`src/load_pipe_pkg.sv`:
```
package load_pipe_pkg;

    // Sizes
    localparam int PHYS_REG_BITS = 6;
    localparam int SQ_IDX_BITS = 3;
    localparam int MEM_WORDS = 256;
    localparam int MEM_ADDR_BITS = $clog2(MEM_WORDS);
    localparam int LOAD_BUFFER_DEPTH = 4;
    localparam int LOAD_BUFFER_PTR_BITS = $clog2(LOAD_BUFFER_DEPTH);
    localparam int LOAD_BUFFER_COUNT_BITS = $clog2(LOAD_BUFFER_DEPTH + 1);

    typedef logic [31:0] data_t;
    typedef logic [3:0] byte_mask_t;
    typedef logic [PHYS_REG_BITS-1:0] phys_reg_t;
    typedef logic [SQ_IDX_BITS-1:0] sq_idx_t;
    typedef logic [LOAD_BUFFER_PTR_BITS-1:0] lb_ptr_t;
    typedef logic [LOAD_BUFFER_COUNT_BITS-1:0] lb_count_t;

    localparam lb_ptr_t LOAD_BUFFER_LAST_PTR = lb_ptr_t'(LOAD_BUFFER_DEPTH - 1);
    localparam lb_count_t LOAD_BUFFER_FULL = lb_count_t'(LOAD_BUFFER_DEPTH);

    // Marker values for select codes the muxes do not handle
    localparam data_t OPA_MARKER = 32'hdeadface;
    localparam data_t OPB_MARKER = 32'hfacefeed;

    // NPC and PC sources are not supported here
    typedef enum logic [1:0] {
        OPA_IS_RS1  = 2'h0,
        OPA_IS_ZERO = 2'h3
    } opa_select_e;

    typedef enum logic [2:0] {
        OPB_IS_RS2   = 3'h0,
        OPB_IS_I_IMM = 3'h1,
        OPB_IS_S_IMM = 3'h2,
        OPB_IS_B_IMM = 3'h3,
        OPB_IS_U_IMM = 3'h4,
        OPB_IS_J_IMM = 3'h5
    } opb_select_e;

    // funct3[1:0] of a load, funct3[2] marks unsigned
    typedef enum logic [1:0] {
        BYTE = 2'h0,
        HALF = 2'h1,
        WORD = 2'h2
    } mem_size_e;

    typedef struct packed {
        logic        valid;
        data_t       inst;
        data_t       source_reg_1;
        data_t       source_reg_2;
        opa_select_e opa_select;
        opb_select_e opb_select;
        phys_reg_t   dest_reg_idx;
        sq_idx_t     sq_tail;
    } load_addr_packet_t;

    localparam load_addr_packet_t NOP_LOAD_ADDR_PACKET = '{
        valid:        1'b0,
        inst:         '0,
        source_reg_1: '0,
        source_reg_2: '0,
        opa_select:   OPA_IS_RS1,
        opb_select:   OPB_IS_RS2,
        dest_reg_idx: '0,
        sq_tail:      '0
    };

    // RV32 immediates, all sign-extended from inst[31]
    function automatic data_t imm_i(input data_t inst);
        return {{21{inst[31]}}, inst[30:20]};
    endfunction

    function automatic data_t imm_s(input data_t inst);
        return {{21{inst[31]}}, inst[30:25], inst[11:7]};
    endfunction

    function automatic data_t imm_b(input data_t inst);
        return {{20{inst[31]}}, inst[7], inst[30:25], inst[11:8], 1'b0};
    endfunction

    function automatic data_t imm_u(input data_t inst);
        return {inst[31:12], 12'h000};
    endfunction

    function automatic data_t imm_j(input data_t inst);
        return {{12{inst[31]}}, inst[19:12], inst[20], inst[30:21], 1'b0};
    endfunction

endpackage

```
`src/load_data_if.sv`:
```
`timescale 1ns/1ps

interface load_data_if;

    logic                     valid;
    load_pipe_pkg::phys_reg_t  dest_reg_idx;
    load_pipe_pkg::data_t      load_addr;
    load_pipe_pkg::byte_mask_t byte_mask;
    logic [2:0]                funct3;
    load_pipe_pkg::sq_idx_t    sq_tail;
    logic                      free;

    modport addr_side (
        output valid, dest_reg_idx, load_addr, byte_mask, funct3, sq_tail,
        input  free
    );

    modport data_side (
        input  valid, dest_reg_idx, load_addr, byte_mask, funct3, sq_tail,
        output free
    );

endinterface

```
`src/load_result_if.sv`:
```
`timescale 1ns/1ps

interface load_result_if;

    logic                     valid;
    load_pipe_pkg::phys_reg_t dest_reg_idx;
    load_pipe_pkg::data_t     value;
    load_pipe_pkg::sq_idx_t   sq_tail;

    // High while the buffer has room
    logic                     free;

    modport data_side (
        output valid, dest_reg_idx, value, sq_tail,
        input  free
    );

    modport buffer_side (
        input  valid, dest_reg_idx, value, sq_tail,
        output free
    );

endinterface

```
`src/load_data_stage.sv`:
```
`timescale 1ns/1ps

module load_data_stage (
    input  logic                                     clock,
    input  logic                                     reset,
    load_data_if.data_side                           from_addr,
    load_result_if.data_side                         to_buffer,
    output logic                                     mem_rd_en,
    output logic [load_pipe_pkg::MEM_ADDR_BITS-1:0]  mem_rd_addr,
    input  load_pipe_pkg::data_t                     mem_rd_data
);

    logic                      ld_valid;
    load_pipe_pkg::phys_reg_t  ld_dest_reg_idx;
    logic [1:0]                ld_offset;
    load_pipe_pkg::byte_mask_t ld_byte_mask;
    logic [2:0]                ld_funct3;
    load_pipe_pkg::sq_idx_t    ld_sq_tail;

    load_pipe_pkg::data_t lane_data;
    load_pipe_pkg::data_t aligned;
    load_pipe_pkg::data_t load_value;

    assign from_addr.free = !ld_valid || to_buffer.free;

    // Memory is read only for an accepted load, so its output holds during a stall
    assign mem_rd_en = from_addr.valid && from_addr.free;
    assign mem_rd_addr = from_addr.load_addr[load_pipe_pkg::MEM_ADDR_BITS+1:2];

    always_ff @(posedge clock) begin
        if (reset) begin
            ld_valid <= 1'b0;
        end else if (from_addr.free) begin
            ld_valid <= from_addr.valid;
        end
    end

    always_ff @(posedge clock) begin
        if (from_addr.free) begin
            ld_dest_reg_idx <= from_addr.dest_reg_idx;
            ld_offset <= from_addr.load_addr[1:0];
            ld_byte_mask <= from_addr.byte_mask;
            ld_funct3 <= from_addr.funct3;
            ld_sq_tail <= from_addr.sq_tail;
        end
    end

    // Keep the addressed lanes and move them down to bit 0
    always_comb begin
        for (int i = 0; i < 4; i++) begin
            lane_data[8*i +: 8] = ld_byte_mask[i] ? mem_rd_data[8*i +: 8] : 8'h00;
        end
        aligned = lane_data >> {ld_offset, 3'b000};
    end

    // funct3[2] selects zero extension
    always_comb begin
        case (load_pipe_pkg::mem_size_e'(ld_funct3[1:0]))
            load_pipe_pkg::BYTE: begin
                load_value = {{24{aligned[7] & ~ld_funct3[2]}}, aligned[7:0]};
            end
            load_pipe_pkg::HALF: begin
                load_value = {{16{aligned[15] & ~ld_funct3[2]}}, aligned[15:0]};
            end
            default: load_value = aligned;
        endcase
    end

    assign to_buffer.valid = ld_valid;
    assign to_buffer.dest_reg_idx = ld_dest_reg_idx;
    assign to_buffer.value = load_value;
    assign to_buffer.sq_tail = ld_sq_tail;

endmodule

```
`src/flat_wrapper.sv`:
```
// flat-port wrapper written by rule: the top's interface ports become plain ports
module load_data_stage_flat 
  (clock, reset, mem_rd_en, mem_rd_addr, mem_rd_data, from_addr_valid, from_addr_dest_reg_idx, from_addr_load_addr, from_addr_byte_mask, from_addr_funct3, from_addr_sq_tail, from_addr_free, to_buffer_valid, to_buffer_dest_reg_idx, to_buffer_value, to_buffer_sq_tail, to_buffer_free);
  load_data_if from_addr_i ();
  load_result_if to_buffer_i ();
  input  logic clock;
  input  logic reset;
  output logic mem_rd_en;
  output logic [load_pipe_pkg::MEM_ADDR_BITS-1:0] mem_rd_addr;
  input  load_pipe_pkg::data_t mem_rd_data;
  input wire logic [$bits(from_addr_i.valid)-1:0] from_addr_valid;
  input wire logic [$bits(from_addr_i.dest_reg_idx)-1:0] from_addr_dest_reg_idx;
  input wire logic [$bits(from_addr_i.load_addr)-1:0] from_addr_load_addr;
  input wire logic [$bits(from_addr_i.byte_mask)-1:0] from_addr_byte_mask;
  input wire logic [$bits(from_addr_i.funct3)-1:0] from_addr_funct3;
  input wire logic [$bits(from_addr_i.sq_tail)-1:0] from_addr_sq_tail;
  output wire logic [$bits(from_addr_i.free)-1:0] from_addr_free;
  output wire logic [$bits(to_buffer_i.valid)-1:0] to_buffer_valid;
  output wire logic [$bits(to_buffer_i.dest_reg_idx)-1:0] to_buffer_dest_reg_idx;
  output wire logic [$bits(to_buffer_i.value)-1:0] to_buffer_value;
  output wire logic [$bits(to_buffer_i.sq_tail)-1:0] to_buffer_sq_tail;
  input wire logic [$bits(to_buffer_i.free)-1:0] to_buffer_free;
  assign from_addr_i.valid = from_addr_valid;
  assign from_addr_i.dest_reg_idx = from_addr_dest_reg_idx;
  assign from_addr_i.load_addr = from_addr_load_addr;
  assign from_addr_i.byte_mask = from_addr_byte_mask;
  assign from_addr_i.funct3 = from_addr_funct3;
  assign from_addr_i.sq_tail = from_addr_sq_tail;
  assign from_addr_free = from_addr_i.free;
  assign to_buffer_valid = to_buffer_i.valid;
  assign to_buffer_dest_reg_idx = to_buffer_i.dest_reg_idx;
  assign to_buffer_value = to_buffer_i.value;
  assign to_buffer_sq_tail = to_buffer_i.sq_tail;
  assign to_buffer_i.free = to_buffer_free;
  load_data_stage u_core (.clock(clock), .reset(reset), .from_addr(from_addr_i), .to_buffer(to_buffer_i), .mem_rd_en(mem_rd_en), .mem_rd_addr(mem_rd_addr), .mem_rd_data(mem_rd_data));
endmodule
```
`config.mk`:
```
export PLATFORM = sky130hd
export DESIGN_NAME = load_data_stage_flat
export DESIGN_NICKNAME = d
export VERILOG_FILES = /design/src/load_pipe_pkg.sv /design/src/load_data_if.sv /design/src/load_result_if.sv /design/src/load_data_stage.sv /design/src/flat_wrapper.sv
export SDC_FILE = /design/constraint.sdc
export NUM_CORES = 1
export LEC_CHECK = 0
export BUFFER_PORTS_ARGS = -buffer_cell sky130_fd_sc_hd__buf_4
export CORE_MARGIN = 2
export CORE_UTILIZATION = 29
export CTS_CLUSTER_DIAMETER = 80
export DETAILED_ROUTE_END_ITERATION = 10
export PLACE_DENSITY = 0.67
export SYNTH_ARGS = -nofsm -noshare
export SYNTH_HDL_FRONTEND = slang
export SYNTH_SLANG_ARGS = --single-unit
```
`constraint.sdc`:
```
create_clock -name clock -period 1.8 [get_ports clock]
set_clock_uncertainty 0.05 [all_clocks]
set_input_delay 0.09 -clock clock [delete_from_list [all_inputs] [get_ports clock]]
set_output_delay 0.09 -clock clock [all_outputs]
set_load 0.01 [all_outputs]
```
==> implementation parameters <==
Parameter                              Value

Status
  Status    complete, but fails checks
  Violated checks    setup timing

Yosys
  Dominant cell type by area after synthesis    edfxtp_1
  Post-Synthesis Mean Instance Area    around 8.5 sq um
  Number of library cell types mapped by synthesis    27
  Summed instance area of the synthesized netlist    0.00141 sq mm
  Yosys warnings    0
  Proportion of synthesized chip area in sequential cells    between 30% and 40%
  Gate Count Post-Synth    166
  Synthesized netlist net count    250
  Area share of the leading cell type in the synthesized netlist    ~38%
  Total of flip-flops plus latches after synthesis    19
  Largest cells by area after synthesis    edfxtp_1, o21ai_0, a31oi_1, a21oi_1, a32o_1

Timing
  Tightest Pin Transition    0.501 ns
  Endpoints failing hold    0
  Relative slew slack    about two thirds
  Worst setup slack after layout    -0.268 ns
  Setup repair after global routing missed its margin    true
  Achievable frequency    about 0.48 GHz
  Final count of pins violating max slew    0
  Worst Hold Slack    between 0.04 and 0.05 ns
  Share of the cycle needed by the critical path after routing    115%
  Minimum clock period after layout    a little over 2 ns
  Count of final setup violators    32

Placed design
  Cell total after placement    around 310
  Pre-CTS worst setup slack    -0.0382 ns
  Post-DP HPWL    roughly 3.7 mm
  Input/output buffers    97
  Area after DPL    about 0.0022 sq mm
  Placer's final routability congestion estimate    ~0.82

GRT
  Met2 layer usage reported by global route    33.1%
  Peak-usage layer in the global routing report    met2
  M3 GR Usage    slightly below 4%
  Via count of the first global-routing pass    between 1500 and 2000
  Grt met1 use    approximately a fifth
  Gr ovfl total    0
  Global routing usage summed across all routing layers    about 17%
  Maximum number of pins on one net before global-route repair    33
  Global-route wire length before repair    7.38 mm
  Antenna violations before repair    0

Power and ir drop
  Largest voltage drop on the vdd net    0.473 mV
  Power density cells    ~550 mW/mm^2
  LEAKAGE    around 1.1 nW

Min path
  Worst hold path type    in -> reg
  Worst hold path depth    3

Layout
  Area of combinational cells with multiple inputs    roughly 750 sq um
  Final net count    368
  Diode count    0
  Filler cell count    454
  Post-route cell area    0.00250 sq mm
  Register area    561 sq um
  Area overhead of the layout relative to synthesis    77.7%
  Fraction of final layout cells with drive strength greater than 1    between 40% and 50%
  Final instance count without filler cells    about 340

Floorplan
  Floorplan die height    73.7 microns
  Die area    0.00543 sq mm
  FP Rows    25
  Die width    73.7 microns
  Core area    about 0.0047 sq mm
  Number of I/O pins    around 140
  Initial Utilization    ~30%

Setup path
  Endpoint type of the worst setup path    output pin
  Kind of critical path    reg -> out
  Startpoint class of the critical path    flip-flop
  Depth of the worst register-to-register path    2
  Maximum fanout along the worst path    16
  Required time of the critical path    around 1.7 ns
  Data arrival, critical path    slightly below 2 ns

Detailed routing
  Average wire per standard cell    14.0 microns
  Vias    between 1500 and 2000
  Total routed wirelength    4.70 mm
  First DRT Iteration DRCs    about 110
  Detailed-routing iteration count for the pre-antenna-repair pass    4
  Post-DRT Antenna Nets    0
  Final routed DRC violation total    0
  Via density per instance    about 5.0

Clock tree
  CTS clock-pin slew for the worst setup and hold paths    0.06 ns
  Sinks on the clock net    19
  Clock Latency Late Sink    0.25 ns
  Max H-tree Level    1
  TritonCTS clock tree    done
  Maximum clock insertion buffer count    2
  Clock root buffer    clkbuf_8
  CTS buffer count    3

Run
  Count of maximum capacitance violations    0
-- worst max-delay path, stage by stage (launching register included) --
cell and delay, ns:
edfxtp_1 0.38, and2_1 0.16, mux4_2 0.53, a32oi_4 0.21
buf_12 0.16, o21ai_0 0.08, buf_4 0.15
-- power breakdown --
group,switching (mW),internal [mW]
combinational,0.248,0.303
sequential,0.0173,0.518
clock,0.123,0.157
-- cell families after synthesis --
family	after synthesis	synth area share, %
flip-flops	19	39.8
AND/OR/NAND/NOR	61	21.5
multiplexers	2	2.31
AO/OA/AOI/OAI	62	27.6
buffers and inverters	22	8.71
-- cell usage in the layout, fill, tap and decap left out, drive strengths merged, types with 5 or more instances in the layout --
cell           n
buf          115
o21ai         24
dlygate4sd3   19
edfxtp        18
nor2          17
nand2         17
a21oi         15
a31oi         14
nand3          7
nand3b         7
a32o           7
and2           5
-- worst paths after layout --
kind	from	endpoint	slack, ns
hold / removal	from_addr_valid	u_core.to_buffer.valid$_SDFFE_PP0N_	0.04
setup reg to reg	u_core.to_buffer.valid$_SDFFE_PP0N_	u_core.to_buffer.dest_reg_idx[1]$_DFFE_PN_	0.85
hold reg to reg	u_core.to_buffer.valid$_SDFFE_PP0N_	u_core.ld_byte_mask[1]$_DFFE_PN_	0.66
setup / recovery	u_core.ld_byte_mask[3]$_DFFE_PN_	to_buffer_value[21]	-0.27
-- synthesized netlist by cell type, drive strengths merged --
| master | count |
|---|---|
| and2 | 5 |
| a32o | 7 |
| mux2i | 1 |
| clkbuf | 8 |
| mux4 | 1 |
| nor3 | 1 |
| and4b | 2 |
| nand3b | 7 |
| a32oi | 1 |
| o21ai | 24 |
| nand2b | 2 |
| edfxtp | 18 |
| nand2 | 17 |
| nand3 | 7 |
| dfxtp | 1 |
| nor2 | 17 |
| a31oi | 14 |
| inv | 1 |
| a211o | 1 |
| a21oi | 15 |
| or2 | 1 |
| nor2b | 2 |
| buf | 13 |
-- through the flow --
stage	power [mW]	utilization [%]	setup TNS, ns
5_1_grt	1.44	53.3	-9.72
3_5_place_dp	1.04	46.8	-0.533
4_1_cts	1.37	52.8	-7.33
3_3_place_gp	1.03	46.8	-0.0776
2_1_floorplan	0.776	-	0
6_report	1.37	53.3	-6.66
-- state kept, by name, summed over array words and instances (netlist names) --
| name | cells |
|---|---|
| u_core.ld_byte_mask | 4 |
| u_core.ld_funct3 | 3 |
| u_core.to_buffer.valid | 1 |
| u_core.to_buffer.sq_tail | 3 |
| u_core.ld_offset | 2 |
| u_core.to_buffer.dest_reg_idx | 6 |
-- area by class of cell --
type / count / share of cell area [%]
timing repair buffer: 134 / 42.8
multi-input combinational: 125 / 30.2
sequential: 19 / 22.4
tap: 54 / 2.70
clock buffer: 4 / 1.80
inverter: 1 / 0.150
-- routing by layer --
layer / wire length [microns] / share of wire (%)
met1: 1770 / 38
met2: 2370 / 50
met3: 512 / 11
met4: 51 / 1.1
met5: 0 / 0
-- what timing repair did --
item                       in CTS  in global routing
setup buffers                   4                  2
hold buffers                   19                  0
gates resized for setup        11                 11
hold endpoints to repair       19                  0
setup endpoints to repair      31                 32
(Power assumes the default switching activity.)
