### src/load_pipe_pkg.sv
package load_pipe_pkg;

    // Sizes
    localparam int PHYS_REG_BITS = 6;
    localparam int SQ_IDX_BITS = 3;
    localparam int MEM_WORDS = 256;
    localparam int MEM_ADDR_BITS = $clog2(MEM_WORDS);
    localparam int LOAD_BUFFER_DEPTH = 4;
    localparam int LOAD_BUFFER_PTR_BITS = $clog2(LOAD_BUFFER_DEPTH);
    localparam int LOAD_BUFFER_COUNT_BITS = $clog2(LOAD_BUFFER_DEPTH + 1);

    typedef logic [31:0] data_t;
    typedef logic [3:0] byte_mask_t;
    typedef logic [PHYS_REG_BITS-1:0] phys_reg_t;
    typedef logic [SQ_IDX_BITS-1:0] sq_idx_t;
    typedef logic [LOAD_BUFFER_PTR_BITS-1:0] lb_ptr_t;
    typedef logic [LOAD_BUFFER_COUNT_BITS-1:0] lb_count_t;

    localparam lb_ptr_t LOAD_BUFFER_LAST_PTR = lb_ptr_t'(LOAD_BUFFER_DEPTH - 1);
    localparam lb_count_t LOAD_BUFFER_FULL = lb_count_t'(LOAD_BUFFER_DEPTH);

    // Marker values for select codes the muxes do not handle
    localparam data_t OPA_MARKER = 32'hdeadface;
    localparam data_t OPB_MARKER = 32'hfacefeed;

    // NPC and PC sources are not supported here
    typedef enum logic [1:0] {
        OPA_IS_RS1  = 2'h0,
        OPA_IS_ZERO = 2'h3
    } opa_select_e;

    typedef enum logic [2:0] {
        OPB_IS_RS2   = 3'h0,
        OPB_IS_I_IMM = 3'h1,
        OPB_IS_S_IMM = 3'h2,
        OPB_IS_B_IMM = 3'h3,
        OPB_IS_U_IMM = 3'h4,
        OPB_IS_J_IMM = 3'h5
    } opb_select_e;

    // funct3[1:0] of a load, funct3[2] marks unsigned
    typedef enum logic [1:0] {
        BYTE = 2'h0,
        HALF = 2'h1,
        WORD = 2'h2
    } mem_size_e;

    typedef struct packed {
        logic        valid;
        data_t       inst;
        data_t       source_reg_1;
        data_t       source_reg_2;
        opa_select_e opa_select;
        opb_select_e opb_select;
        phys_reg_t   dest_reg_idx;
        sq_idx_t     sq_tail;
    } load_addr_packet_t;

    localparam load_addr_packet_t NOP_LOAD_ADDR_PACKET = '{
        valid:        1'b0,
        inst:         '0,
        source_reg_1: '0,
        source_reg_2: '0,
        opa_select:   OPA_IS_RS1,
        opb_select:   OPB_IS_RS2,
        dest_reg_idx: '0,
        sq_tail:      '0
    };

    // RV32 immediates, all sign-extended from inst[31]
    function automatic data_t imm_i(input data_t inst);
        return {{21{inst[31]}}, inst[30:20]};
    endfunction

    function automatic data_t imm_s(input data_t inst);
        return {{21{inst[31]}}, inst[30:25], inst[11:7]};
    endfunction

    function automatic data_t imm_b(input data_t inst);
        return {{20{inst[31]}}, inst[7], inst[30:25], inst[11:8], 1'b0};
    endfunction

    function automatic data_t imm_u(input data_t inst);
        return {inst[31:12], 12'h000};
    endfunction

    function automatic data_t imm_j(input data_t inst);
        return {{12{inst[31]}}, inst[19:12], inst[20], inst[30:21], 1'b0};
    endfunction

endpackage

### src/load_data_if.sv
`timescale 1ns/1ps

interface load_data_if;

    logic                     valid;
    load_pipe_pkg::phys_reg_t  dest_reg_idx;
    load_pipe_pkg::data_t      load_addr;
    load_pipe_pkg::byte_mask_t byte_mask;
    logic [2:0]                funct3;
    load_pipe_pkg::sq_idx_t    sq_tail;
    logic                      free;

    modport addr_side (
        output valid, dest_reg_idx, load_addr, byte_mask, funct3, sq_tail,
        input  free
    );

    modport data_side (
        input  valid, dest_reg_idx, load_addr, byte_mask, funct3, sq_tail,
        output free
    );

endinterface

### src/load_addr_stage.sv
`timescale 1ns/1ps

module load_addr_stage (
    input  logic                             clock,
    input  logic                             reset,
    input  load_pipe_pkg::load_addr_packet_t issue_packet,
    output logic                             issue_ready,
    load_data_if.addr_side                   to_data
);

    load_pipe_pkg::load_addr_packet_t load_reg;

    load_pipe_pkg::data_t      opa;
    load_pipe_pkg::data_t      opb;
    load_pipe_pkg::data_t      eff_addr;
    load_pipe_pkg::byte_mask_t size_mask;
    logic [2:0]                funct3;

    // Free when the held load can leave this cycle or nothing is held
    assign issue_ready = to_data.free || !load_reg.valid;

    assign funct3 = load_reg.inst[14:12];
    assign eff_addr = opa + opb;

    assign to_data.valid = load_reg.valid;
    assign to_data.dest_reg_idx = load_reg.dest_reg_idx;
    assign to_data.load_addr = eff_addr;
    assign to_data.byte_mask = size_mask << eff_addr[1:0];
    assign to_data.funct3 = funct3;
    assign to_data.sq_tail = load_reg.sq_tail;

    // Operand A
    always_comb begin
        case (load_reg.opa_select)
            load_pipe_pkg::OPA_IS_RS1:  opa = load_reg.source_reg_1;
            load_pipe_pkg::OPA_IS_ZERO: opa = '0;
            default:                    opa = load_pipe_pkg::OPA_MARKER;
        endcase
    end

    // Operand B
    always_comb begin
        case (load_reg.opb_select)
            load_pipe_pkg::OPB_IS_RS2:   opb = load_reg.source_reg_2;
            load_pipe_pkg::OPB_IS_I_IMM: opb = load_pipe_pkg::imm_i(load_reg.inst);
            load_pipe_pkg::OPB_IS_S_IMM: opb = load_pipe_pkg::imm_s(load_reg.inst);
            load_pipe_pkg::OPB_IS_B_IMM: opb = load_pipe_pkg::imm_b(load_reg.inst);
            load_pipe_pkg::OPB_IS_U_IMM: opb = load_pipe_pkg::imm_u(load_reg.inst);
            load_pipe_pkg::OPB_IS_J_IMM: opb = load_pipe_pkg::imm_j(load_reg.inst);
            default:                     opb = load_pipe_pkg::OPB_MARKER;
        endcase
    end

    // Lanes covered by the access size, before the offset shift
    always_comb begin
        case (load_pipe_pkg::mem_size_e'(funct3[1:0]))
            load_pipe_pkg::BYTE: size_mask = 4'b0001;
            load_pipe_pkg::HALF: size_mask = 4'b0011;
            load_pipe_pkg::WORD: size_mask = 4'b1111;
            default:             size_mask = 4'b0000;
        endcase
    end

    // An idle issue port loads an empty packet, which drains the stage
    always_ff @(posedge clock) begin
        if (reset) begin
            load_reg <= load_pipe_pkg::NOP_LOAD_ADDR_PACKET;
        end else if (issue_ready) begin
            load_reg <= issue_packet;
        end
    end

endmodule

### src/flat_wrapper.sv
// flat-port wrapper written by rule: the top's interface ports become plain ports
module load_addr_stage_flat 
  (clock, reset, issue_packet, issue_ready, to_data_valid, to_data_dest_reg_idx, to_data_load_addr, to_data_byte_mask, to_data_funct3, to_data_sq_tail, to_data_free);
  load_data_if to_data_i ();
  input  logic clock;
  input  logic reset;
  input  load_pipe_pkg::load_addr_packet_t issue_packet;
  output logic issue_ready;
  output wire logic [$bits(to_data_i.valid)-1:0] to_data_valid;
  output wire logic [$bits(to_data_i.dest_reg_idx)-1:0] to_data_dest_reg_idx;
  output wire logic [$bits(to_data_i.load_addr)-1:0] to_data_load_addr;
  output wire logic [$bits(to_data_i.byte_mask)-1:0] to_data_byte_mask;
  output wire logic [$bits(to_data_i.funct3)-1:0] to_data_funct3;
  output wire logic [$bits(to_data_i.sq_tail)-1:0] to_data_sq_tail;
  input wire logic [$bits(to_data_i.free)-1:0] to_data_free;
  assign to_data_valid = to_data_i.valid;
  assign to_data_dest_reg_idx = to_data_i.dest_reg_idx;
  assign to_data_load_addr = to_data_i.load_addr;
  assign to_data_byte_mask = to_data_i.byte_mask;
  assign to_data_funct3 = to_data_i.funct3;
  assign to_data_sq_tail = to_data_i.sq_tail;
  assign to_data_i.free = to_data_free;
  load_addr_stage u_core (.clock(clock), .reset(reset), .issue_packet(issue_packet), .issue_ready(issue_ready), .to_data(to_data_i));
endmodule
### config.mk
export PLATFORM = sky130hd
export DESIGN_NAME = load_addr_stage_flat
export DESIGN_NICKNAME = d
export VERILOG_FILES = /design/src/load_pipe_pkg.sv /design/src/load_data_if.sv /design/src/load_addr_stage.sv /design/src/flat_wrapper.sv
export SDC_FILE = /design/constraint.sdc
export NUM_CORES = 1
export LEC_CHECK = 0
export BUFFER_PORTS_ARGS = -buffer_cell sky130_fd_sc_hd__buf_4
export CAP_MARGIN = 20
export CORE_UTILIZATION = 50
export CTS_CLUSTER_SIZE = 12
export DETAILED_ROUTE_END_ITERATION = 6
export PLACE_DENSITY = 0.76
export SLEW_MARGIN = 20
export SYNTH_ARGS = -nofsm -noshare
export SYNTH_HDL_FRONTEND = slang
export SYNTH_SLANG_ARGS = --single-unit
export TNS_END_PERCENT = 50
### constraint.sdc
create_clock -name clock -period 12.14 [get_ports clock]
set_input_delay 1.821 -clock clock [delete_from_list [all_inputs] [get_ports clock]]
set_output_delay 1.821 -clock clock [all_outputs]
set_load 0.05 [all_outputs]
==> impl_metrics.sql <==
INSERT INTO impl_metrics (metric_group, metric, value, unit) VALUES
('status', 'run_status', 'finished, final reports clean', ''),
('setup_path', 'flop_to_flop_setup_slack', '9.41', 'ns'),
('floorplan', 'dieArea', '13050', 'sq um'),
('sta', 'setup_viol', '0', ''),
('sta', 'final_min_period_over_clock_period', '54.31', '%'),
('drt', 'drt.antenna.violating_nets', '0', ''),
('grt', 'groute.usage.overall', '27.94', '%'),
('finish', 'largest_register_ffs', '91', ''),
('setup_path', 'critical_path_arrival', '4.77', 'ns'),
('power', 'design_power_total', '1.229', 'mW'),
('finish', 'inserted_diodes', '0', ''),
('clock_network', 'cts_setup_buffers', '0', ''),
('clock_network', 'clk_pin_slew_worst_paths', '0.07', 'ns'),
('sta', 'grt_setup_unrepaired', 'no', ''),
('sta', 'setup_total_negative_slack', '0', 'ns'),
('sta', 'worst_slew_pin_slew', '1.074', 'ns'),
('sta', 'timing.fmax', '0.1517', 'GHz'),
('yosys', 'seq_area_frac_synth', '33.07', '%'),
('place', 'gp_routability_congestion', '0.9512', ''),
('drt', 'detail_route.first_pass.iterations', '5', ''),
('power', 'powerDensity', '159.2', 'nW/um^2'),
('setup_path', 'critical_path_fanout_max', '16', ''),
('clock_network', 'worstSkewPairLatency', '0.35', 'ns'),
('power', 'switching_share', '42.09', '%'),
('grt', 'grt-busiest-layer', 'met2', ''),
('grt', 'grt.met1_usage', '37.67', '%'),
('setup_path', 'timing.critical_path.slowest_stage_cell', 'sky130_fd_sc_hd__nor2_1', ''),
('grt', 'antenna_found_initial', '0', ''),
('grt', 'grt_first_pass_wirelength', '28450', 'um'),
('place', 'hpwl', '12710', 'um'),
('yosys', 'number_of_enable_flip_flop_cells_after_synthesis', '0', ''),
('worst_hold_path', 'min_path_cells', '2', ''),
('grt', 'grt.met2_usage', '45.49', '%'),
('flow_run', 'cap_viol_max_count', '0', ''),
('drt', 'route.detailed.wl_per_inst', '15.47', 'um'),
('clock_network', 'cts_tree', 'done', ''),
('drt', 'vias', '6344', ''),
('clock_network', 'clock_tree.buffer_depth', '2', ''),
('setup_path', 'worst_setup_path_end_kind', 'output pin', ''),
('grt', 'overflow', '0', ''),
('drt', 'remaining_drc_errors', '0', ''),
('finish', 'fin_nets', '1129', ''),
('finish', 'syn2layout_area_growth', '22.62', '%'),
('floorplan', 'ios', '164', ''),
('setup_path', 'cell_chain_of_the_critical_path', 'buf_4, nor2_1, a22oi_1, o22a_1, fa_1, nor2b_1, o31a_1, o21ai_0, o31a_1, o211a_1, a211oi_1, mux2i_1, buf_4', ''),
('sta', 'hold_viol', '0', ''),
('worst_hold_path', 'worstHoldPathType', 'register to register', ''),
('finish', 'multiInputGateArea', '3850', 'sq um'),
('sta', 'worst_clock_skew', '0.004328', 'ns'),
('setup_path', 'cp_data_required_time', '10.32', 'ns'),
('power', 'irDropWorstVdd', '0.0001281', 'V'),
('power', 'clkPwrFrac', '24.3', '%'),
('yosys', 'synthesis.area', '6296', 'sq um'),
('finish', 'seqCellArea', '2082', 'sq um'),
('setup_path', 'ff2ff_path_depth', '6', ''),
('sta', 'final.min_clock_period', '6.594', 'ns'),
('setup_path', 'r2r_end', 'u_core.load_reg[27]', ''),
('sta', 'relSlewSlack', '28.38', '%'),
('power', 'power.leakage', '3.427', 'nW'),
('clock_network', 'cts_buffers', '9', ''),
('worst_hold_path', 'hold_path.startpoint', 'u_core.load_reg[51]', ''),
('clock_network', 'ctsHtreeMaxLevel', '3', ''),
('finish', 'layout-drive-gt1-share', '19.37', '%'),
('yosys', 'synth_warn', '0', ''),
('grt', 'global_route.usage.met3', '5.294', '%'),
('yosys', 'synth_flop_cell', 'sky130_fd_sc_hd__dfxtp_1', ''),
('power', 'cellInternalPower', '0.7119', 'mW'),
('floorplan', 'initial_utilization', '51.77', '%'),
('worst_hold_path', 'holdPathEnd', 'u_core.load_reg[51]', ''),
('yosys', 'count_of_distinct_cell_types_in_the_synthesized_netlist', '51', ''),
('power', 'p_sw', '0.5174', 'mW');
-- stage by stage --
stage          std cells  hold WS, ns  instance area, sq um  util [%]  setup WS, ns
4_1_cts             1154       0.4547                  7720     63.48         5.684
3_5_place_dp        1138       0.4450                  7418     61.00         6.091
6_report            1154       0.4502                  7720     63.48         5.546
5_1_grt             1154       0.4696                  7720     63.48         5.438
2_1_floorplan        878       0.4273                  6296         -         6.322
3_3_place_gp        1138       0.4369                  7418     61.00         6.088
-- power by group through the flow --
stage,clock [mW],sequential [mW],combinational [mW]
global placement,0,0.385,0.546
finish,0.299,0.378,0.552
detailed placement,0,0.386,0.546
CTS,0.302,0.378,0.549
global route,0.321,0.381,0.588
floorplan,0,0.381,0.395
-- kinds of logic (layout without fill, tap and decap cells) --
logic type / count (synthesis) / count (layout) / share of synthesized area (%)
AND/OR/NAND/NOR: 323 / 323 / 20.83
AO/OA/AOI/OAI: 287 / 287 / 26.95
flip-flops: 104 / 104 / 33.07
buffers and inverters: 87 / 195 / 5.902
adder cells (fa/ha/maj): 34 / 34 / 6.876
XOR/XNOR: 30 / 30 / 4.173
multiplexers: 13 / 13 / 2.206
-- layout by cell type (no fill, tap or decap), types with 3 or more instances in the layout --
cell type	instances
sky130_fd_sc_hd__a211oi_1	5
sky130_fd_sc_hd__a21o_1	8
sky130_fd_sc_hd__a21oi_1	152
sky130_fd_sc_hd__a221oi_1	4
sky130_fd_sc_hd__a22oi_1	5
sky130_fd_sc_hd__a31oi_1	5
sky130_fd_sc_hd__and2_1	12
sky130_fd_sc_hd__buf_4	161
sky130_fd_sc_hd__clkbuf_16	9
sky130_fd_sc_hd__dfxtp_1	104
sky130_fd_sc_hd__ha_1	33
sky130_fd_sc_hd__inv_1	17
sky130_fd_sc_hd__mux2_2	7
sky130_fd_sc_hd__mux2i_1	6
sky130_fd_sc_hd__nand2_1	244
sky130_fd_sc_hd__nand3_1	12
sky130_fd_sc_hd__nand4_1	4
sky130_fd_sc_hd__nor2_1	31
sky130_fd_sc_hd__nor3_1	8
sky130_fd_sc_hd__o211ai_1	3
sky130_fd_sc_hd__o21a_1	30
sky130_fd_sc_hd__o21ai_0	43
sky130_fd_sc_hd__o22ai_1	9
sky130_fd_sc_hd__o31ai_1	3
sky130_fd_sc_hd__xnor2_1	21
sky130_fd_sc_hd__xor2_1	9
-- cell type report --
type	count	area share (%)
multi-input cells	687	49.87
flip-flops and latches	104	26.97
repair buffers	161	15.66
clock buffers	9	2.917
well taps	168	2.723
clock inverters	7	0.9887
inverters	18	0.8752
-- cell usage after synthesis (9+ instances only) --
library cell	number	area (sq um)
sky130_fd_sc_hd__clkbuf_1	52	195.2
sky130_fd_sc_hd__nand2_1	244	915.9
sky130_fd_sc_hd__o22ai_1	9	56.30
sky130_fd_sc_hd__xnor2_1	21	183.9
sky130_fd_sc_hd__o21ai_0	43	215.2
sky130_fd_sc_hd__nor2_1	31	116.4
sky130_fd_sc_hd__xor2_1	9	78.83
sky130_fd_sc_hd__buf_4	12	90.09
sky130_fd_sc_hd__ha_1	33	412.9
sky130_fd_sc_hd__and2_1	12	75.07
sky130_fd_sc_hd__dfxtp_1	104	2082
sky130_fd_sc_hd__inv_1	17	63.81
sky130_fd_sc_hd__o21a_1	30	225.2
sky130_fd_sc_hd__nand3_1	12	60.06
sky130_fd_sc_hd__a21oi_1	152	760.7
-- metal layers --
metal	vias to the layer above	share of wire [%]
met5	-	0
met3	23	6.8
met2	251	46
li1	3216	-
met1	2854	45
met4	0	2.2
-- worst max-delay path by stage --
| stage | from | endpoint | slack (ns) | depth (start not counted) |
|---|---|---|---|---|
| after CTS | u_core.load_reg[11] | to_data_load_addr[28] | 5.68 | 13 |
| final | u_core.load_reg[11] | to_data_load_addr[28] | 5.55 | 13 |
| after floorplan | u_core.load_reg[11] | to_data_load_addr[28] | 6.32 | 14 |
| after global routing | u_core.load_reg[11] | to_data_load_addr[28] | 5.44 | 13 |
| after detailed placement | u_core.load_reg[11] | to_data_load_addr[28] | 6.09 | 13 |
| after global placement | u_core.load_reg[11] | to_data_load_addr[28] | 6.09 | 13 |
-- critical path, delay by kind of cell, from the launching register on --
kind,cells,cell delay (ns)
adders and majority gates,1,0.48
and+or+nand+nor,2,0.78
muxes,1,0.22
buffers and inverters,2,0.52
AOI/OAI and AO/OA,7,1.90
DFF,1,0.51
Power figures use the tool's default switching activity.
