===== src/load_pipe_pkg.sv =====
package load_pipe_pkg;

    // Sizes
    localparam int PHYS_REG_BITS = 6;
    localparam int SQ_IDX_BITS = 3;
    localparam int MEM_WORDS = 256;
    localparam int MEM_ADDR_BITS = $clog2(MEM_WORDS);
    localparam int LOAD_BUFFER_DEPTH = 4;
    localparam int LOAD_BUFFER_PTR_BITS = $clog2(LOAD_BUFFER_DEPTH);
    localparam int LOAD_BUFFER_COUNT_BITS = $clog2(LOAD_BUFFER_DEPTH + 1);

    typedef logic [31:0] data_t;
    typedef logic [3:0] byte_mask_t;
    typedef logic [PHYS_REG_BITS-1:0] phys_reg_t;
    typedef logic [SQ_IDX_BITS-1:0] sq_idx_t;
    typedef logic [LOAD_BUFFER_PTR_BITS-1:0] lb_ptr_t;
    typedef logic [LOAD_BUFFER_COUNT_BITS-1:0] lb_count_t;

    localparam lb_ptr_t LOAD_BUFFER_LAST_PTR = lb_ptr_t'(LOAD_BUFFER_DEPTH - 1);
    localparam lb_count_t LOAD_BUFFER_FULL = lb_count_t'(LOAD_BUFFER_DEPTH);

    // Marker values for select codes the muxes do not handle
    localparam data_t OPA_MARKER = 32'hdeadface;
    localparam data_t OPB_MARKER = 32'hfacefeed;

    // NPC and PC sources are not supported here
    typedef enum logic [1:0] {
        OPA_IS_RS1  = 2'h0,
        OPA_IS_ZERO = 2'h3
    } opa_select_e;

    typedef enum logic [2:0] {
        OPB_IS_RS2   = 3'h0,
        OPB_IS_I_IMM = 3'h1,
        OPB_IS_S_IMM = 3'h2,
        OPB_IS_B_IMM = 3'h3,
        OPB_IS_U_IMM = 3'h4,
        OPB_IS_J_IMM = 3'h5
    } opb_select_e;

    // funct3[1:0] of a load, funct3[2] marks unsigned
    typedef enum logic [1:0] {
        BYTE = 2'h0,
        HALF = 2'h1,
        WORD = 2'h2
    } mem_size_e;

    typedef struct packed {
        logic        valid;
        data_t       inst;
        data_t       source_reg_1;
        data_t       source_reg_2;
        opa_select_e opa_select;
        opb_select_e opb_select;
        phys_reg_t   dest_reg_idx;
        sq_idx_t     sq_tail;
    } load_addr_packet_t;

    localparam load_addr_packet_t NOP_LOAD_ADDR_PACKET = '{
        valid:        1'b0,
        inst:         '0,
        source_reg_1: '0,
        source_reg_2: '0,
        opa_select:   OPA_IS_RS1,
        opb_select:   OPB_IS_RS2,
        dest_reg_idx: '0,
        sq_tail:      '0
    };

    // RV32 immediates, all sign-extended from inst[31]
    function automatic data_t imm_i(input data_t inst);
        return {{21{inst[31]}}, inst[30:20]};
    endfunction

    function automatic data_t imm_s(input data_t inst);
        return {{21{inst[31]}}, inst[30:25], inst[11:7]};
    endfunction

    function automatic data_t imm_b(input data_t inst);
        return {{20{inst[31]}}, inst[7], inst[30:25], inst[11:8], 1'b0};
    endfunction

    function automatic data_t imm_u(input data_t inst);
        return {inst[31:12], 12'h000};
    endfunction

    function automatic data_t imm_j(input data_t inst);
        return {{12{inst[31]}}, inst[19:12], inst[20], inst[30:21], 1'b0};
    endfunction

endpackage


===== src/load_result_if.sv =====
`timescale 1ns/1ps

interface load_result_if;

    logic                     valid;
    load_pipe_pkg::phys_reg_t dest_reg_idx;
    load_pipe_pkg::data_t     value;
    load_pipe_pkg::sq_idx_t   sq_tail;

    // High while the buffer has room
    logic                     free;

    modport data_side (
        output valid, dest_reg_idx, value, sq_tail,
        input  free
    );

    modport buffer_side (
        input  valid, dest_reg_idx, value, sq_tail,
        output free
    );

endinterface


===== src/load_buffer.sv =====
`timescale 1ns/1ps

module load_buffer (
    input  logic                      clock,
    input  logic                      reset,
    load_result_if.buffer_side        push,
    output logic                      cdb_valid,
    output load_pipe_pkg::phys_reg_t  cdb_dest_reg_idx,
    output load_pipe_pkg::data_t      cdb_value,
    output load_pipe_pkg::sq_idx_t    cdb_sq_tail,
    input  logic                      cdb_grant
);

    load_pipe_pkg::phys_reg_t entry_dest [load_pipe_pkg::LOAD_BUFFER_DEPTH];
    load_pipe_pkg::data_t     entry_value [load_pipe_pkg::LOAD_BUFFER_DEPTH];
    load_pipe_pkg::sq_idx_t   entry_sq_tail [load_pipe_pkg::LOAD_BUFFER_DEPTH];

    load_pipe_pkg::lb_ptr_t   head;
    load_pipe_pkg::lb_ptr_t   tail;
    load_pipe_pkg::lb_count_t count;

    logic push_fire;
    logic pop_fire;

    // A full buffer refuses a push even when the head leaves that cycle
    assign push.free = (count != load_pipe_pkg::LOAD_BUFFER_FULL);
    assign push_fire = push.valid && push.free;
    assign pop_fire = cdb_valid && cdb_grant;

    assign cdb_valid = (count != '0);
    assign cdb_dest_reg_idx = entry_dest[head];
    assign cdb_value = entry_value[head];
    assign cdb_sq_tail = entry_sq_tail[head];

    always_ff @(posedge clock) begin
        if (push_fire) begin
            entry_dest[tail] <= push.dest_reg_idx;
            entry_value[tail] <= push.value;
            entry_sq_tail[tail] <= push.sq_tail;
        end
    end

    always_ff @(posedge clock) begin
        if (reset) begin
            head <= '0;
            tail <= '0;
            count <= '0;
        end else begin
            if (push_fire) begin
                tail <= (tail == load_pipe_pkg::LOAD_BUFFER_LAST_PTR) ? '0 : tail + 1'b1;
            end
            if (pop_fire) begin
                head <= (head == load_pipe_pkg::LOAD_BUFFER_LAST_PTR) ? '0 : head + 1'b1;
            end
            case ({push_fire, pop_fire})
                2'b10:   count <= count + 1'b1;
                2'b01:   count <= count - 1'b1;
                default: count <= count;
            endcase
        end
    end

endmodule


===== src/flat_wrapper.sv =====
// flat-port wrapper written by rule: the top's interface ports become plain ports
module load_buffer_flat 
  (clock, reset, cdb_valid, cdb_dest_reg_idx, cdb_value, cdb_sq_tail, cdb_grant, push_valid, push_dest_reg_idx, push_value, push_sq_tail, push_free);
  load_result_if push_i ();
  input  logic clock;
  input  logic reset;
  output logic cdb_valid;
  output load_pipe_pkg::phys_reg_t cdb_dest_reg_idx;
  output load_pipe_pkg::data_t cdb_value;
  output load_pipe_pkg::sq_idx_t cdb_sq_tail;
  input  logic cdb_grant;
  input wire logic [$bits(push_i.valid)-1:0] push_valid;
  input wire logic [$bits(push_i.dest_reg_idx)-1:0] push_dest_reg_idx;
  input wire logic [$bits(push_i.value)-1:0] push_value;
  input wire logic [$bits(push_i.sq_tail)-1:0] push_sq_tail;
  output wire logic [$bits(push_i.free)-1:0] push_free;
  assign push_i.valid = push_valid;
  assign push_i.dest_reg_idx = push_dest_reg_idx;
  assign push_i.value = push_value;
  assign push_i.sq_tail = push_sq_tail;
  assign push_free = push_i.free;
  load_buffer u_core (.clock(clock), .reset(reset), .push(push_i), .cdb_valid(cdb_valid), .cdb_dest_reg_idx(cdb_dest_reg_idx), .cdb_value(cdb_value), .cdb_sq_tail(cdb_sq_tail), .cdb_grant(cdb_grant));
endmodule

===== config.mk =====
export PLATFORM = sky130hd
export DESIGN_NAME = load_buffer_flat
export DESIGN_NICKNAME = d
export VERILOG_FILES = /design/src/load_pipe_pkg.sv /design/src/load_result_if.sv /design/src/load_buffer.sv /design/src/flat_wrapper.sv
export SDC_FILE = /design/constraint.sdc
export NUM_CORES = 1
export LEC_CHECK = 0
export ABC_AREA = 0
export BUFFER_PORTS_ARGS = -buffer_cell sky130_fd_sc_hd__buf_2
export CAP_MARGIN = 5
export CORE_MARGIN = 2
export CORE_UTILIZATION = 38
export DETAILED_ROUTE_END_ITERATION = 10
export GPL_TIMING_DRIVEN = 0
export PLACE_DENSITY = 0.67
export REMOVE_ABC_BUFFERS = 1
export SKIP_CTS_REPAIR_TIMING = 1
export SLEW_MARGIN = 20
export SYNTH_ARGS = -nofsm -noshare
export SYNTH_HDL_FRONTEND = slang
export SYNTH_SLANG_ARGS = --single-unit

===== constraint.sdc =====
create_clock -name clock -period 5.2 [get_ports clock]
set_clock_uncertainty 0.1 [all_clocks]
set_input_delay 0.52 -clock clock [delete_from_list [all_inputs] [get_ports clock]]
set_output_delay 0.52 -clock clock [all_outputs]
set_load 0.02 [all_outputs]

==> out/qor.csv, run 1 <==
metric,value,unit
HP Class,input pin to flop,
Post-DRT Antenna Nets,0,
vias in the first global route,3117,
number of placed I/O pins,88,
fin nets,414,
number of synthesized register bits,173,
Yosys cell types,26,
via count,2877,
"Slew Viols, Final",0,
Peak Freq,367.4,MHz
Max Cap Viol,0,
Startpoint Class,flop,
Tot Pwr,3798,uW
worst-case clock buffer depth,2,
worst skew pair latency,420,ps
Worst IR Drop VDD,0.2286,mV
H-tree depth,4,
Die Span Y,133.8,um
clk slew on worst S/H paths,60,ps
ANT cells,0,
Least-Margin Pin Slew,688.2,ps
hold path cells,1,
Via-to-Cell Ratio,4.852,
Sw Share,26.86,%
post-place setup slack,2774,ps
Hold Startpoint,push_value[12],
sequential share of power,46.7,%
final setup margin,2478,ps
WL/cell,19.10,um
logic gate share of total power,20.8,%
CTS tree,built,
antenna violations before repair,0,
Leakage,0.002572,uW
GPL Wtd Cong,0.6492,
Non-Filler Instances,593,
worst reg-to-reg setup slack,2730,ps
global-route wire length before repair,17370,um
Core Rows,47,
Die W,133.8,um
period utilization,52.35,%
Final Util,46.28,%
outcome,"complete, no violations",
Syn. warnings,0,
Final setup viols,0,
final WL,11330,um
fillers,1391,
Avg Inst Size Synth,23.98,um2
Rel. slew slack,54.12,%
net switching power,1020,uW
RSZ-0062 raised after global routing,no,
largest net degree at the start of global routing,42,
clock tree sinks,173,
Die ar.,0.01791,mm2
HPWL Detailed,6375,um
grt total ovfl,0,
# port buffers,87,
CP Capture Type,output port,
root buffer cell,clkbuf_16,
RR Startpoint,u_core.count[0],
CP Max Fanout,21,
sum of negative setup slack,0,ps
Syn Inst Count,267,
post-synthesis instance area,0.006404,mm2
"Seq/Total Area, Yosys",79.72,%
arrival time of the worst setup path,2100,ps
hold worst-path end,u_core.entry_value[2][12],
final hold vios,0,
Post-Place Cells,563,
Worst EP required,4580,ps
post-layout min period,2722,ps
R2R Path End,u_core.count[2],
layout cells sized above 1,43.70,%
power share of the clock group,32.4,%
initial DRC count,197,
P&R area growth vs syn,19.42,%
Initial Util,38.75,%
overall routing resource usage,13.31,%
Core Footprint,0.01652,mm2
Cell Pwr Density,496.7,mW/mm2
critical path class,flop to output port,
1st-pass router iterations,4,
Power Internal,2778,uW
CTS buffer count,17,
Remaining DRCs,0,
R2R cell count,8,
cells in the final DEF, fill, tap and decap left out:
| cell | n |
|---|---|
| o21ai_0 | 1 |
| ha_1 | 6 |
| dfxtp_4 | 2 |
| nand2b_1 | 2 |
| o21ai_2 | 1 |
| nand2_1 | 1 |
| a21oi_1 | 3 |
| xor2_1 | 2 |
| and3_4 | 4 |
| or3_1 | 3 |
| inv_1 | 6 |
| mux2i_1 | 2 |
| bufinv_16 | 3 |
| edfxtp_1 | 164 |
| or3b_1 | 1 |
| clkbuf_1 | 5 |
| dfxtp_1 | 7 |
| mux4_2 | 41 |
| clkinv_2 | 4 |
| clkbuf_16 | 17 |
| o31ai_1 | 1 |
| fa_1 | 1 |
| clkinv_4 | 1 |
| or3_2 | 1 |
| buf_2 | 87 |
| a211o_1 | 1 |
| nand2_2 | 1 |
| buf_12 | 1 |
| nor2_1 | 4 |
Yosys cell counts:
| cell | instances | area share, % |
|---|---|---|
| a211o_1 | 1 | 0.14 |
| a21oi_1 | 3 | 0.23 |
| and3_1 | 1 | 0.098 |
| and3_2 | 3 | 0.35 |
| buf_1 | 2 | 0.12 |
| buf_2 | 5 | 0.39 |
| buf_4 | 4 | 0.47 |
| buf_6 | 1 | 0.18 |
| dfxtp_1 | 9 | 2.8 |
| edfxtp_1 | 164 | 77 |
| fa_1 | 1 | 0.31 |
| ha_1 | 6 | 1.2 |
| inv_1 | 6 | 0.35 |
| mux2i_1 | 2 | 0.31 |
| mux4_2 | 41 | 14 |
| nand2_1 | 1 | 0.059 |
| nand2_2 | 1 | 0.098 |
| nand2b_1 | 2 | 0.20 |
| nor2_1 | 4 | 0.23 |
| o21ai_0 | 1 | 0.078 |
| o21ai_2 | 1 | 0.14 |
| o31ai_1 | 1 | 0.12 |
| or3_1 | 3 | 0.29 |
| or3_2 | 1 | 0.12 |
| or3b_1 | 1 | 0.14 |
| xor2_1 | 2 | 0.27 |
registers in the layout (all words and copies together) (netlist names), named ones only:
register / count
u_core.entry_value: 128
u_core.count: 3
u_core.tail: 2
u_core.entry_dest: 24
u_core.entry_sq_tail: 12
u_core.head: 2
cells by family after synthesis:
kind of cell,after synthesis,share of synthesized area [%]
AO/OA/AOI/OAI,7,0.7033
buffers and inverters,18,1.504
XOR/XNOR,2,0.2736
AND/OR/NAND/NOR,17,1.583
flip-flops,173,79.72
multiplexers,43,14.73
adder cells (fa/ha/maj),7,1.485
power groups by stage:
| stage | Sequential (uW) | Combinational (uW) | Clock (uW) |
|---|---|---|---|
| after floorplan | 1790 | 532 | 0 |
| after global placement | 1830 | 758 | 0 |
| after detailed placement | 1810 | 805 | 0 |
| after CTS | 1780 | 807 | 1270 |
| after global routing | 1800 | 850 | 1320 |
| final | 1780 | 792 | 1230 |
how the worst max path moves through the flow:
| stage | endpoint | slack, ps |
|---|---|---|
| finish | cdb_value[18] | 2480 |
| global route | cdb_value[18] | 2330 |
| CTS | cdb_value[18] | 2410 |
| detailed placement | u_core.count[2] | 2770 |
| global placement | cdb_value[18] | 1130 |
| floorplan | cdb_dest_reg_idx[0] | 2050 |
worst max-delay path, stage by stage (launching register included):
cell	delay [ps]
dfxtp_4	650
buf_12	280
mux4_2	550
buf_2	180
layout make-up:
type | count | area [um2] | share of cell area, %
Inverter | 6 | 22.52 | 0.2945
Sequential cell | 173 | 5112 | 66.85
Clock buffer | 22 | 444.2 | 5.808
Multi-Input combinational cell | 76 | 1219 | 15.94
Clock inverter | 8 | 118.9 | 1.554
Timing Repair Buffer | 88 | 455.4 | 5.956
Tap cell | 220 | 275.3 | 3.599
stage by stage:
step / area (um2) / hold WS (ps)
3_5_place_dp: 7084 / 382.6
5_1_grt: 7647 / 192.7
4_1_cts: 7647 / 191.0
6_report: 7647 / 211.9
2_1_floorplan: 6330 / 355.9
3_3_place_gp: 7041 / 373.7
routing by layer:
layer,global-route usage (%),wire [um],up-vias
met5,0,0,-
met4,5.792,200,0
met3,4.119,499,16
met2,21.25,5641,67
met1,16.92,4983,1489
li1,-,-,1305
Power figures use the tool's default switching activity.
==> inputs of run 2 (changes only) <==
--- a/config.mk
+++ b/config.mk
@@ -12,7 +12,7 @@
 export CORE_UTILIZATION = 38
 export DETAILED_ROUTE_END_ITERATION = 10
 export GPL_TIMING_DRIVEN = 0
-export PLACE_DENSITY = 0.67
+export PLACE_DENSITY = 0.69
 export REMOVE_ABC_BUFFERS = 1
 export SKIP_CTS_REPAIR_TIMING = 1
 export SLEW_MARGIN = 20
==> constraint.sdc (replaced) <==
create_clock -name clock -period 2.2 [get_ports clock]
set_clock_uncertainty 0.1 [all_clocks]
set_input_delay 0.22 -clock clock [delete_from_list [all_inputs] [get_ports clock]]
set_output_delay 0.22 -clock clock [all_outputs]
set_load 0.02 [all_outputs]
==> run 2 against run 1 <==
Effect of this change: the run now ends with setup timing left; combinational power grew to 2.7 times the previous value; sequential share of layout area down 4.2 points; via count increased by 6.5%; sequential power increased by 130%; critical path type is now flop to flop; critical endpoint is now u_core.count[2].
==> out/qor.csv, run 2 (same netlist as run 1, synthesis figures left out) <==
metric,value,unit,change
outcome,"complete, but fails checks",,"was complete, no violations"
failing checks,setup timing,,
arrival time of the worst setup path,2490,ps,was 2100 ps
worst skew pair latency,420,ps,about the same
Leakage,0.002771,uW,was 0.002572 uW
clk slew on worst S/H paths,60,ps,about the same
RSZ-0062 raised after global routing,yes,,was no
Post-DRT Antenna Nets,0,,unchanged
net switching power,2459,uW,was 1020 uW
"Most flops, register",u_core.entry_value,,unchanged
post-place setup slack,-282.9,ps,was 2774 ps
Sw Share,26.82,%,was 26.86%
fin nets,460,,was 414
Worst IR Drop VDD,0.5971,mV,was 0.2286 mV
number of placed I/O pins,88,,unchanged
Die ar.,0.01791,mm2,unchanged
vias in the first global route,3144,,was 3117
grt total ovfl,0,,unchanged
Cell Pwr Density,1122,mW/mm2,was 496.7 mW/mm2
"most common cell after layout, fill and taps aside",edfxtp_1,,unchanged
Peak Freq,446.2,MHz,
CP Max Fanout,5,,was 21
clock tree sinks,173,,unchanged
Core Rows,47,,unchanged
Power Internal,6708,uW,was 2778 uW
root buffer cell,clkbuf_16,,unchanged
Placed Area,0.007084,mm2,unchanged
overall routing resource usage,13.16,%,was 13.31%
fillers,1355,,was 1391
GPL Wtd Cong,0.6724,,was 0.6492
initial DRC count,169,,was 197
most frequent cells in the layout,"edfxtp_1, buf_2, dlygate4sd3_1, mux4_2, clkbuf_16",,"was edfxtp_1, buf_2, mux4_2, clkbuf_16, dfxtp_1"
Non-Filler Instances,641,,was 593
Via-to-Cell Ratio,4.782,,was 4.852
worst-case clock buffer depth,2,,unchanged
Die W,133.8,um,unchanged
power share of the clock group,31.8,%,was 32.4%
# port buffers,87,,unchanged
global-route wire length before repair,17260,um,was 17370 um
Initial Util,38.75,%,unchanged
period utilization,101.9,%,
Core Footprint,0.01652,mm2,unchanged
Hold Startpoint,push_valid,,was push_value[12]
Remaining DRCs,0,,unchanged
final WL,11630,um,was 11330 um
Largest regs,"u_core.entry_value: 128 flops, u_core.entry_dest: 24 flops, u_core.entry_sq_tail: 12 flops",,unchanged
CTS buffer count,17,,unchanged
Worst EP required,2450,ps,was 4580 ps
WL/cell,18.15,um,was 19.10 um
antenna violations before repair,0,,unchanged
H-tree depth,4,,unchanged
sequential share of power,45.0,%,was 46.7%
via count,3065,,was 2877
critical path class,flop to flop,,was flop to output port
ANT cells,0,,unchanged
HP Class,input pin to flop,,unchanged
Least-Margin Pin Slew,671.8,ps,was 688.2 ps
RR Startpoint,u_core.count[2],,was u_core.count[0]
final setup margin,-41.16,ps,was 2478 ps
CTS tree,built,,unchanged
"Slew Viols, Final",0,,unchanged
P&R area growth vs syn,27.63,%,was 19.42%
final hold vios,0,,unchanged
HPWL Detailed,6507,um,was 6375 um
Setup crit start,u_core.count[2],,
Max Cap Viol,0,,unchanged
post-layout min period,2241,ps,
largest net degree at the start of global routing,42,,unchanged
Final setup viols,1,,was 0
CP Capture Type,flop,,was output port
logic gate share of total power,23.3,%,was 20.8%
Rel. slew slack,55.21,%,was 54.12%
Startpoint Class,flop,,unchanged
max reg flops,128,,unchanged
fin area,0.008173,mm2,was 0.007647 mm2
Post-Place Cells,563,,unchanged
1st-pass router iterations,4,,unchanged
layout cells sized above 1,41.09,%,was 43.70%
Die Span Y,133.8,um,unchanged
-- run 2: area by class of cell --
class                           count  area, um2  area share (%)
Clock inverter                      9      118.9           1.454
Sequential cell                   173       5119           62.63
Timing Repair Buffer              134      930.9           11.39
Multi-Input combinational cell     76       1259           15.40
Clock buffer                       23      447.9           5.481
Inverter                            6      22.52          0.2756
Tap cell                          220      275.3           3.368
-- run 2: path summary, 6_finish.rpt --
| kind | slack (ps) | end | depth (start not counted) |
|---|---|---|---|
| setup / recovery | -40 | u_core.count[2] | 8 |
| hold / removal | 60 | u_core.tail[0] | 3 |
| setup reg to reg | -40 | u_core.count[2] | 8 |
| hold reg to reg | 390 | flop | 2 |
-- run 2: per-stage QoR --
step                      utilization (%)  hold slack, ps  total power (uW)  setup TNS [ps]
after global placement              42.61           329.9              6129          -95700
after floorplan                         -           189.1              5499          -30200
after CTS                           46.30          -105.4              9087           -5576
after detailed placement            42.87           338.3              6182          -325.5
final                               49.46           60.58              9167          -41.16
after global routing                49.46           54.97              9543          -133.3
-- run 2: routing by layer --
layer	wire [um]	global-route usage (%)
met2	5895	21.68
met1	5081	16.21
met5	0	0
met4	198	5.969
met3	459	3.817
-- run 2: power groups by stage --
stage | registers [uW] | logic, uW | clock network, uW
finish | 4120 | 2140 | 2910
CTS | 4200 | 1920 | 2970
global placement | 4340 | 1790 | 0
floorplan | 4240 | 1260 | 0
global route | 4150 | 2300 | 3100
detailed placement | 4270 | 1920 | 0
-- run 2: worst max-delay path, cell delays in order (launching register included) --
cell	delay, ps
dfxtp_4	380
or3b_4	430
nand2_4	110
ha_4	150
inv_1	60
fa_2	330
xor2_1	150
or3_1	340
a21oi_2	130
==> inputs of run 3 (changes only) <==
--- a/config.mk
+++ b/config.mk
@@ -8,11 +8,13 @@
 export ABC_AREA = 0
 export BUFFER_PORTS_ARGS = -buffer_cell sky130_fd_sc_hd__buf_2
 export CAP_MARGIN = 5
+export CELL_PAD_IN_SITES_DETAIL_PLACEMENT = 0
+export CELL_PAD_IN_SITES_GLOBAL_PLACEMENT = 1
 export CORE_MARGIN = 2
 export CORE_UTILIZATION = 38
 export DETAILED_ROUTE_END_ITERATION = 10
 export GPL_TIMING_DRIVEN = 0
-export PLACE_DENSITY = 0.69
+export PLACE_DENSITY = 0.75
 export REMOVE_ABC_BUFFERS = 1
 export SKIP_CTS_REPAIR_TIMING = 1
 export SLEW_MARGIN = 20
==> run 3 against run 2 <==
Effect of this change: the run still ends with setup timing left; utilization is 0.098 points higher; non-clock buffer count is 2 higher; via count is 1.8% higher; combinational power hardly changed; sequential cell count stayed put; power is 0.38% lower; hold slack better by 32 ps; worst setup slack better by 19 ps; clock-buffer cell count is 5 lower; critical path type unchanged; largest cell class unchanged.
==> out/qor.csv, run 3 (same netlist as run 1, synthesis figures left out) <==
metric,value,unit,change
Remaining DRCs,0,,unchanged
number of placed I/O pins,88,,unchanged
worst skew pair latency,430,ps,was 420 ps
Peak Freq,450.0,MHz,was 446.2 MHz
global-route wire length before repair,17340,um,was 17260 um
largest net degree at the start of global routing,42,,unchanged
post-place setup slack,-262.5,ps,was -282.9 ps
Core Footprint,0.01652,mm2,unchanged
Largest regs,"u_core.entry_value: 128 flops, u_core.entry_dest: 24 flops, u_core.entry_sq_tail: 12 flops",,unchanged
final setup margin,-22.24,ps,was -41.16 ps
CTS tree,built,,unchanged
Die Span Y,133.8,um,unchanged
Min Hold Slack,92.76,ps,was 60.58 ps
final hold vios,0,,unchanged
Final setup viols,1,,unchanged
clk slew on worst S/H paths,70,ps,was 60 ps
Final Util,49.56,%,was 49.46%
"Slew Viols, Final",0,,unchanged
WL/cell,17.93,um,was 18.15 um
HPWL Detailed,6401,um,was 6507 um
vias in the first global route,3205,,was 3144
most frequent cells in the layout,"edfxtp_1, buf_2, dlygate4sd3_1, mux4_2, clkbuf_16",,unchanged
H-tree depth,4,,unchanged
overall routing resource usage,13.26,%,was 13.16%
CTS buffer count,17,,unchanged
period utilization,101.0,%,was 101.9%
Placed Area,0.007084,mm2,unchanged
max reg flops,128,,unchanged
Die W,133.8,um,unchanged
Least-Margin Pin Slew,694.9,ps,was 671.8 ps
outcome,"complete, but fails checks",,unchanged
met3 WL,416,um,was 459 um
initial DRC count,173,,was 169
fin area,0.008189,mm2,was 0.008173 mm2
# port buffers,87,,unchanged
"Most flops, register",u_core.entry_value,,unchanged
Core Rows,47,,unchanged
Post-DRT Antenna Nets,0,,unchanged
P&R area growth vs syn,27.88,%,was 27.63%
Cell Pwr Density,1115,mW/mm2,was 1122 mW/mm2
"most common cell after layout, fill and taps aside",edfxtp_1,,unchanged
arrival time of the worst setup path,2480,ps,was 2490 ps
fin nets,462,,was 460
Worst IR Drop VDD,0.6635,mV,was 0.5971 mV
Max Cap Viol,0,,unchanged
post-layout min period,2222,ps,was 2241 ps
CP Max Fanout,5,,unchanged
critical path class,flop to flop,,unchanged
failing checks,setup timing,,unchanged
Initial Util,38.75,%,unchanged
Startpoint Class,flop,,unchanged
root buffer cell,clkbuf_16,,unchanged
fillers,1370,,was 1355
Worst EP required,2460,ps,was 2450 ps
worst-case clock buffer depth,2,,unchanged
DR top layer,met4,,unchanged
clock tree sinks,173,,unchanged
ANT cells,0,,unchanged
Leakage,0.002792,uW,was 0.002771 uW
1st-pass router iterations,4,,unchanged
final WL,11530,um,was 11630 um
GPL Wtd Cong,0.6395,,was 0.6724
via count,3120,,was 3065
grt total ovfl,0,,unchanged
RSZ-0062 raised after global routing,yes,,unchanged
CP Capture Type,flop,,unchanged
Die ar.,0.01791,mm2,unchanged
M1 WL,4937,um,was 5081 um
met2 wire length,6000,um,was 5895 um
layout cells sized above 1,43.50,%,was 41.09%
Via-to-Cell Ratio,4.852,,was 4.782
sum of negative setup slack,-22.24,ps,was -41.16 ps
HP Class,input pin to flop,,unchanged
Rel. slew slack,53.67,%,was 55.21%
antenna violations before repair,0,,unchanged
[run 3: critical path, cell delays in order (launching register included)]
cell	delay, ps
dfxtp_4	360
or3b_4	430
nand2_4	80
ha_4	130
inv_1	50
fa_2	330
xor2_1	160
or3_1	370
a21oi_2	140
[run 3: stage by stage]
stage,std cells,power [uW]
detailed placement,563,6179
global placement,562,6125
global route,643,9516
floorplan,255,5499
finish,643,9132
CTS,595,9070
[run 3: routing by layer]
layer  vias up  track usage, %
li1       1408               -
met1      1621           16.08
met2        75           22.17
met3        16           3.930
met4         0           5.792
met5         -               0
[run 3: path summary, 6_finish.rpt]
| check | from | end | slack (ps) | cells past startpoint |
|---|---|---|---|---|
| max reg2reg | u_core.count[1] | u_core.count[2] | -20 | 8 |
| min reg2reg | u_core.head[0] | flop | 420 | 2 |
| max | u_core.count[1] | u_core.count[2] | -20 | 8 |
| min | cdb_grant | flop | 90 | 4 |
[run 3: where the power goes]
| part | leakage (uW) | internal, uW | total, uW | switching, uW |
|---|---|---|---|---|
| combinational | 0.000928 | 966 | 2140 | 1170 |
| clock | 0.000282 | 1610 | 2880 | 1270 |
| sequential | 0.00158 | 3980 | 4110 | 130 |
| total | 0.00279 | 6560 | 9130 | 2580 |
[run 3: final cells by class]
type	count	area, um2	share of cell area (%)
inverters	6	22.52	0.2750
clock inverters	14	135.1	1.650
multi-input cells	76	1250	15.26
well taps	220	275.3	3.361
flip-flops and latches	173	5121	62.54
clock buffers	18	439.2	5.363
repair buffers	136	945.9	11.55
